[src/source/l2_pkg.sv]
package l2_pkg;

    // byte address from the first-level cache
    localparam int ADDR_BITS = 16;

    // 16 bytes per line
    localparam int OFFSET_BITS = 4;

    localparam int LINE_BITS = 128;

    // 16-bit byte address
    typedef logic [ADDR_BITS-1:0] l2_addr;

    // one full cache line
    typedef logic [LINE_BITS-1:0] l2_line;

    // hit and miss statistics
    typedef logic [15:0] l2_count;

endpackage : l2_pkg

[src/source/l2_cache_way.sv]
`timescale 1ns/1ps

module l2_cache_way import l2_pkg::*; #(
    parameter int INDEX_BITS = 3
) (
    input  logic                                      clk,
    input  logic                                      arst_n,

    input  logic [INDEX_BITS-1:0]                     index,
    input  logic                                      load,
    input  logic [ADDR_BITS-INDEX_BITS-OFFSET_BITS-1:0] tag_in,
    input  l2_line                                    line_in,
    input  logic                                      dirty_in,

    output logic [ADDR_BITS-INDEX_BITS-OFFSET_BITS-1:0] tag_out,
    output logic                                      valid_out,
    output logic                                      dirty_out,
    output l2_line                                    line_out
);

    localparam int TAG_BITS = ADDR_BITS - INDEX_BITS - OFFSET_BITS;
    localparam int SETS     = 1 << INDEX_BITS;

    logic [TAG_BITS-1:0] tag_mem [SETS];
    l2_line              line_mem [SETS];
    logic [SETS-1:0]     valid;
    logic [SETS-1:0]     dirty;

    // status bits per set
    always_ff @(posedge clk or negedge arst_n) begin
        if (!arst_n) begin
            valid <= '0;
            dirty <= '0;
        end else if (load) begin
            valid[index] <= 1'b1;
            dirty[index] <= dirty_in;
        end
    end

    // tag and line storage
    always_ff @(posedge clk) begin
        if (load) begin
            tag_mem[index]  <= tag_in;
            line_mem[index] <= line_in;
        end
    end

    // asynchronous read of the addressed set
    assign tag_out   = tag_mem[index];
    assign line_out  = line_mem[index];
    assign valid_out = valid[index];
    assign dirty_out = dirty[index];

endmodule : l2_cache_way

[src/source/l2_cache_datapath.sv]
`timescale 1ns/1ps

module l2_cache_datapath import l2_pkg::*; #(
    parameter int INDEX_BITS = 3
) (
    input  logic   clk,
    input  logic   arst_n,

    // cpu request
    input  l2_addr mem_address,
    input  l2_line mem_wdata,
    output l2_line mem_rdata,

    // main memory
    input  l2_line pmem_rdata,
    output l2_line pmem_wdata,
    output l2_addr pmem_address,

    // control strobes and selects
    input  logic   load_way0,
    input  logic   load_way1,
    input  logic   load_lru,
    input  logic   cpu_line_sel,
    input  logic   dirty_set,
    input  logic   wb_way_sel,

    // status to control
    output logic   hit,
    output logic   hit_way,
    output logic   lru_way,
    output logic   victim_dirty
);

    localparam int TAG_BITS = ADDR_BITS - INDEX_BITS - OFFSET_BITS;
    localparam int SETS     = 1 << INDEX_BITS;

    logic [TAG_BITS-1:0]   req_tag;
    logic [INDEX_BITS-1:0] index;
    logic [TAG_BITS-1:0]   tag0;
    logic [TAG_BITS-1:0]   tag1;
    logic [TAG_BITS-1:0]   victim_tag;
    logic                  valid0;
    logic                  valid1;
    logic                  dirty0;
    logic                  dirty1;
    logic                  hit0;
    logic                  hit1;
    l2_line                line0;
    l2_line                line1;
    l2_line                fill_line;
    l2_line                line_in;
    logic [SETS-1:0]       lru;

    assign req_tag = mem_address[ADDR_BITS-1 -: TAG_BITS];
    assign index   = mem_address[OFFSET_BITS +: INDEX_BITS];

    // memory data is only valid with pmem_resp, keep it for the fill cycle
    always_ff @(posedge clk) begin
        fill_line <= pmem_rdata;
    end

    assign line_in = cpu_line_sel ? mem_wdata : fill_line;

    l2_cache_way #(.INDEX_BITS(INDEX_BITS)) way0 (
        .clk       (clk),
        .arst_n    (arst_n),
        .index     (index),
        .load      (load_way0),
        .tag_in    (req_tag),
        .line_in   (line_in),
        .dirty_in  (dirty_set),
        .tag_out   (tag0),
        .valid_out (valid0),
        .dirty_out (dirty0),
        .line_out  (line0)
    );

    l2_cache_way #(.INDEX_BITS(INDEX_BITS)) way1 (
        .clk       (clk),
        .arst_n    (arst_n),
        .index     (index),
        .load      (load_way1),
        .tag_in    (req_tag),
        .line_in   (line_in),
        .dirty_in  (dirty_set),
        .tag_out   (tag1),
        .valid_out (valid1),
        .dirty_out (dirty1),
        .line_out  (line1)
    );

    assign hit0      = valid0 && (tag0 == req_tag);
    assign hit1      = valid1 && (tag1 == req_tag);
    assign hit       = hit0 | hit1;
    assign hit_way   = hit1;
    assign mem_rdata = hit_way ? line1 : line0;

    // lru bit names the way to evict next
    assign lru_way = lru[index];

    always_ff @(posedge clk or negedge arst_n) begin
        if (!arst_n) begin
            lru <= '0;
        end else if (load_lru) begin
            lru[index] <= hit ? ~hit_way : ~lru_way;
        end
    end

    // victim side for write-back
    assign victim_tag   = lru_way ? tag1 : tag0;
    assign victim_dirty = lru_way ? (valid1 & dirty1) : (valid0 & dirty0);
    assign pmem_wdata   = lru_way ? line1 : line0;

    assign pmem_address = wb_way_sel ? {victim_tag, index, {OFFSET_BITS{1'b0}}}
                                     : {mem_address[ADDR_BITS-1:OFFSET_BITS],
                                        {OFFSET_BITS{1'b0}}};

endmodule : l2_cache_datapath

[src/source/l2_cache_control.sv]
`timescale 1ns/1ps

module l2_cache_control import l2_pkg::*; #(
    parameter int INDEX_BITS = 3
) (
    input  logic    clk,
    input  logic    arst_n,

    // cpu side strobes
    input  logic    mem_read,
    input  logic    mem_write,
    output logic    mem_resp,

    // main memory side strobes
    input  logic    pmem_resp,
    output logic    pmem_read,
    output logic    pmem_write,

    // status from the datapath
    input  logic    hit,
    input  logic    hit_way,
    input  logic    lru_way,
    input  logic    victim_dirty,

    // datapath steering
    output logic    load_way0,
    output logic    load_way1,
    output logic    load_lru,
    output logic    cpu_line_sel,
    output logic    dirty_set,
    output logic    wb_way_sel,

    output l2_count hit_count,
    output l2_count miss_count
);

    // at least one tag bit must remain above index and offset
    if (INDEX_BITS < 1 || INDEX_BITS > ADDR_BITS - OFFSET_BITS - 1) begin : g_index_range
        $error("l2_cache_control: INDEX_BITS out of range");
    end

    typedef enum logic [1:0] {
        hit_s,
        write_back_s,
        fetch_s,
        fill_s
    } l2_state;

    l2_state state;
    l2_state next_state;
    logic    request;
    logic    missed;

    assign request = mem_read | mem_write;

    always_ff @(posedge clk or negedge arst_n) begin
        if (!arst_n) begin
            state <= hit_s;
        end else begin
            state <= next_state;
        end
    end

    always_comb begin
        next_state   = state;
        mem_resp     = 1'b0;
        pmem_read    = 1'b0;
        pmem_write   = 1'b0;
        load_way0    = 1'b0;
        load_way1    = 1'b0;
        load_lru     = 1'b0;
        cpu_line_sel = 1'b0;
        dirty_set    = 1'b0;
        wb_way_sel   = 1'b0;

        case (state)
            hit_s: begin
                if (request && hit) begin
                    mem_resp = 1'b1;
                    load_lru = 1'b1;
                    // a write hit replaces the whole line
                    if (mem_write) begin
                        cpu_line_sel = 1'b1;
                        dirty_set    = 1'b1;
                        load_way0    = ~hit_way;
                        load_way1    = hit_way;
                    end
                end else if (request) begin
                    next_state = victim_dirty ? write_back_s : fetch_s;
                end
            end
            write_back_s: begin
                pmem_write = 1'b1;
                wb_way_sel = 1'b1;
                if (pmem_resp) begin
                    next_state = fetch_s;
                end
            end
            fetch_s: begin
                pmem_read = 1'b1;
                if (pmem_resp) begin
                    next_state = fill_s;
                end
            end
            fill_s: begin
                // replace the lru way, cpu data wins on writes
                load_way0    = ~lru_way;
                load_way1    = lru_way;
                load_lru     = 1'b1;
                cpu_line_sel = mem_write;
                dirty_set    = mem_write;
                next_state   = hit_s;
            end
            default: begin
                next_state = hit_s;
            end
        endcase
    end

    // completion of a request that missed counts as one miss only
    always_ff @(posedge clk or negedge arst_n) begin
        if (!arst_n) begin
            missed     <= 1'b0;
            hit_count  <= '0;
            miss_count <= '0;
        end else if (mem_resp) begin
            missed <= 1'b0;
            if (missed) begin
                miss_count <= miss_count + 1'b1;
            end else begin
                hit_count <= hit_count + 1'b1;
            end
        end else if (state == hit_s && request) begin
            missed <= 1'b1;
        end
    end

endmodule : l2_cache_control

[src/source/l2_cache.sv]
`timescale 1ns/1ps

module l2_cache import l2_pkg::*; #(
    parameter int INDEX_BITS = 3
) (
    input  logic    clk,
    input  logic    arst_n,

    // first-level cache side
    input  logic    mem_read,
    input  logic    mem_write,
    input  l2_addr  mem_address,
    input  l2_line  mem_wdata,
    output logic    mem_resp,
    output l2_line  mem_rdata,

    // main memory side
    input  logic    pmem_resp,
    input  l2_line  pmem_rdata,
    output logic    pmem_read,
    output logic    pmem_write,
    output l2_addr  pmem_address,
    output l2_line  pmem_wdata,

    output l2_count hit_count,
    output l2_count miss_count
);

    logic hit;
    logic hit_way;
    logic lru_way;
    logic victim_dirty;
    logic load_way0;
    logic load_way1;
    logic load_lru;
    logic cpu_line_sel;
    logic dirty_set;
    logic wb_way_sel;

    l2_cache_control #(.INDEX_BITS(INDEX_BITS)) control (
        .clk          (clk),
        .arst_n       (arst_n),
        .mem_read     (mem_read),
        .mem_write    (mem_write),
        .mem_resp     (mem_resp),
        .pmem_resp    (pmem_resp),
        .pmem_read    (pmem_read),
        .pmem_write   (pmem_write),
        .hit          (hit),
        .hit_way      (hit_way),
        .lru_way      (lru_way),
        .victim_dirty (victim_dirty),
        .load_way0    (load_way0),
        .load_way1    (load_way1),
        .load_lru     (load_lru),
        .cpu_line_sel (cpu_line_sel),
        .dirty_set    (dirty_set),
        .wb_way_sel   (wb_way_sel),
        .hit_count    (hit_count),
        .miss_count   (miss_count)
    );

    l2_cache_datapath #(.INDEX_BITS(INDEX_BITS)) datapath (
        .clk          (clk),
        .arst_n       (arst_n),
        .mem_address  (mem_address),
        .mem_wdata    (mem_wdata),
        .mem_rdata    (mem_rdata),
        .pmem_rdata   (pmem_rdata),
        .pmem_wdata   (pmem_wdata),
        .pmem_address (pmem_address),
        .load_way0    (load_way0),
        .load_way1    (load_way1),
        .load_lru     (load_lru),
        .cpu_line_sel (cpu_line_sel),
        .dirty_set    (dirty_set),
        .wb_way_sel   (wb_way_sel),
        .hit          (hit),
        .hit_way      (hit_way),
        .lru_way      (lru_way),
        .victim_dirty (victim_dirty)
    );

endmodule : l2_cache

[config.mk]
export PLATFORM = sky130hd
export DESIGN_NAME = l2_cache
export DESIGN_NICKNAME = d
export VERILOG_FILES = /design/src/source/l2_pkg.sv /design/src/source/l2_cache_way.sv /design/src/source/l2_cache_datapath.sv /design/src/source/l2_cache_control.sv /design/src/source/l2_cache.sv
export SDC_FILE = /design/constraint.sdc
export NUM_CORES = 2
export LEC_CHECK = 0
export BUFFER_PORTS_ARGS = -buffer_cell sky130_fd_sc_hd__buf_4
export CAP_MARGIN = 20
export CORE_ASPECT_RATIO = 1.2
export CORE_MARGIN = 5
export CORE_UTILIZATION = 54
export CTS_CLUSTER_SIZE = 28
export DETAILED_ROUTE_END_ITERATION = 6
export PLACE_DENSITY = 0.75
export SYNTH_ARGS = -nofsm -noshare
export SYNTH_HDL_FRONTEND = slang
export SYNTH_SLANG_ARGS = --single-unit
[constraint.sdc]
create_clock -name clk -period 9.3 [get_ports clk]
set_input_delay 0.93 -clock clk [delete_from_list [all_inputs] [get_ports clk]]
set_output_delay 0.93 -clock clk [all_outputs]
set_load 0.02 [all_outputs]
==> run_results.csv <==
group,metric,value,unit
outcome,status,"completed",
placement,port_buffers,575,
die,die_x,383,um
worst_setup_path,path_buf_inv,4,
timing,slew_violations,0,
pwr,power_density,227,nW/um^2
clocking,clk_pin_slew_worst_paths,0.06,ns
job,drv_cap,0,
clocking,cts_setup_buffers,0,
route,wl,243,mm
placement,gp_congestion,0.783,
route,ant_nets,0,
worst_setup_path,critPathRequiredTime,8.37,ns
clocking,insertion_delay,0.87,ns
timing,finalSetupViolCount,0,
route,drc,0,
route,dr.pass1.iters,7,
clocking,cts_sinks,2395,
clocking,htreeDepth,4,
route,avgRoutedWirePerCell,30.1,um
worst_setup_path,crit_type,"in2out",
grt,grt_pass1_wl,352,mm
pwr,vdd_ir_drop_max,0.000182,V
route,dr.first_iter.drc_count,6071,
worst_setup_path,worstPathMaxFanout,72,
synthesis,synth_area_per_cell,17.4,um^2
pwr,leakage,0.0349,uW
worst_setup_path,critPathTopFamily,"buffers and inverters",
timing,fin_crit,6.79,ns
grt,grt_pass1_vias,52678,
final_layout,area_growth,15.4,%
final_layout,fillers,11370,
die,num_io_pins,584,
synthesis,synth.cell_area,90200,um^2
final_layout,finalNetCount,6014,
worst_setup_path,endpoint_kind,"primary output",
route,routed.top_layer,"met4",
timing,clock-skew-final,0.0553,ns
synthesis,syn_inst,5187,
grt,gr-total-overflow,0,
grt,grt_max_degree,174,
worst_setup_path,cp.arrival,5.86,ns
clocking,clockBufferDepth,3,
clocking,cts_root_buf,"clkbuf_16",
timing,rsz0062_at_grt,"false",
worst_setup_path,path_cells,"clkbuf_8 -> buf_4 -> mux4_2 -> mux2i_1 -> xor2_1 -> nand3_1 -> and4bb_4 -> buf_4 -> nor2_1 -> a21oi_1 -> buf_4",
worst_setup_path,slowest_delay,0.86,ns
die,die-area,175000,um^2
timing,hold_violations,0,
route,wl_met1,92.0,mm
grt,track_usage,27.2,%
route,met3_length,24.7,mm
synthesis,ys.flop_type,"edfxtp_1",
die,floorplan.core_area,166000,um^2
placement,hpwl,130,mm
worst_setup_path,startpoint_type,"input port",
route,dr_wl_met2,119,mm
clocking,cts_tree,"built",
timing,tightest_slew,1.15,ns
clocking,cts_buffers,214,
synthesis,synth_edf_count,2192,
synthesis,synth_cell_types,80,
timing,fin_crit_sh,73.0,%
worst_setup_path,slowest_stage,"and4bb_4",
synthesis,yosysSeqAreaShare,77.9,%
die,die_h,458,um
die,rows,164,
final_layout,stdcell_area,104000,um^2
final_layout,drive_gt1_share,21.0,%
synthesis,ys_warn_count,0,
route,vias,52809,
placement,post_dp_cell_area,96800,um^2
timing,slew_headroom,23.0,%
route,routed_via_density,6.54,
timing,finalSetupTns,0,ns
min_path,min_path_type,"in2reg",
timing,fmax,147,MHz
worst_setup_path,path_common_cell,"buf_4",
final_layout,final_util,62.6,%
synthesis,synthArstFlopShare,3.13,%
die,start_util,54.2,%
grt,grt_antenna_before_repair,3,
synthesis,synth_seq_cells,2395,
[area by class of cell]
| class | instances | area (um^2) | area share, % |
|---|---|---|---|
| flip-flops and latches | 2395 | 70300 | 67.5 |
| multi-input cells | 2416 | 18300 | 17.6 |
| clock buffers | 249 | 5530 | 5.31 |
| repair buffers | 675 | 5390 | 5.18 |
| well taps | 2158 | 2700 | 2.59 |
| clock inverters | 154 | 1670 | 1.60 |
| inverters | 29 | 161 | 0.155 |
| diodes | 3 | 7.51 | 0.00721 |
[worst reg2reg max path, cell delays in order, from the launching register on]
cell and delay, ns:
edfxtp_1 0.37, mux4_1 0.50, mux2i_1 0.32, xor2_1 0.29, and3b_1 0.20, and4_1 0.72
nand3_1 0.25, o22ai_4 0.68, buf_12 0.70, buf_4 0.73
[metal layers]
metal  vias to the layer above  track usage [%]
met2                      3219             45.0
met1                     26842             36.6
met4                         0             9.49
li1                      22293                -
met3                       455             5.15
met5                         -                0
[cell usage in the layout, fill, tap and decap left out, types with 92 or more instances in the layout]
master	synthesis	final
buf_4	19	648
mux2i_1	122	122
a21oi_1	281	280
a22oi_1	705	705
nor2_1	280	275
edfxtp_1	2192	2192
mux2_4	100	100
a22o_1	96	96
dfxtp_1	128	128
and3_1	93	92
nand4_1	94	94
clkbuf_16	0	214
a221oi_1	153	153
[power by group]
group	internal (uW)	switching (uW)
Sequential	12100	67.7
Clock	5010	3930
Combinational	841	1680
Total	18000	5670
[path summary, 6_finish.rpt]
kind,startpoint,end,slack [ns],cells after the start
max,mem_address[6],mem_rdata[13],2.51,11
min,pmem_rdata[89],datapath.fill_line[89],0.16,1
max reg2reg,datapath.way0.tag_mem[2][2],datapath.way0.line_mem[4][84],4.16,9
min reg2reg,datapath.way0.valid[5],datapath.way0.valid[5],0.47,1
max in group asynchronous,arst_n,datapath.way0.dirty[6],8.19,3
min in group asynchronous,arst_n,control.hit_count[14],0.51,2
[cell families after synthesis]
group	Yosys count	synth area share (%)
XOR/XNOR	42	0.408
other	1	0.00416
flip-flops	2395	77.9
AND/OR/NAND/NOR	646	3.73
buffers and inverters	379	1.96
AO/OA/AOI/OAI	1364	11.0
multiplexers	354	4.92
adder cells (fa/ha/maj)	6	0.0833
[stage by stage]
| stage | power, uW | hold WS, ns | setup WS [ns] | instances |
|---|---|---|---|---|
| 6_report | 23600 | 0.155 | 2.51 | 8079 |
| 5_1_grt | 24300 | 0.119 | 2.34 | 8077 |
| 2_1_floorplan | 13900 | 0.429 | 1.91 | 5190 |
| 4_1_cts | 23700 | 0.0824 | 2.63 | 8072 |
| 3_5_place_dp | 14900 | 0.451 | 2.48 | 7669 |
| 3_3_place_gp | 14900 | 0.446 | 2.58 | 7668 |
[flip-flops by register name, summed over array words and instances, names as in the netlist, 2 cells and up]
| name | count |
|---|---|
| datapath.way1.dirty | 8 |
| datapath.way0.line_mem | 1024 |
| control.miss_count | 16 |
| datapath.way0.dirty | 8 |
| datapath.way1.tag_mem | 72 |
| datapath.lru | 8 |
| control.state | 2 |
| datapath.way0.valid | 8 |
| datapath.way0.tag_mem | 72 |
| datapath.fill_line | 128 |
| datapath.way1.line_mem | 1024 |
| datapath.way1.valid | 8 |
| control.hit_count | 16 |
[cell usage after synthesis, types with 93 or more instances]
| master | number | share of area, % |
|---|---|---|
| edfxtp_1 | 2192 | 73 |
| a22oi_1 | 705 | 5.9 |
| a21oi_1 | 281 | 1.6 |
| nor2_1 | 280 | 1.2 |
| clkbuf_1 | 193 | 0.80 |
| a221oi_1 | 153 | 1.5 |
| dfxtp_1 | 128 | 2.8 |
| mux2i_1 | 122 | 1.4 |
| mux2_4 | 100 | 1.7 |
| a22o_1 | 96 | 0.93 |
| nand4_1 | 94 | 0.65 |
| and3_1 | 93 | 0.65 |
[timing repair]
| action | in CTS | in global routing |
|---|---|---|
| hold buffers | 0 | 1 |
| gates resized for setup | 0 | 0 |
| endpoints found under the hold margin | 0 | 15 |
No activity file was read; power rests on OpenSTA's default activity.
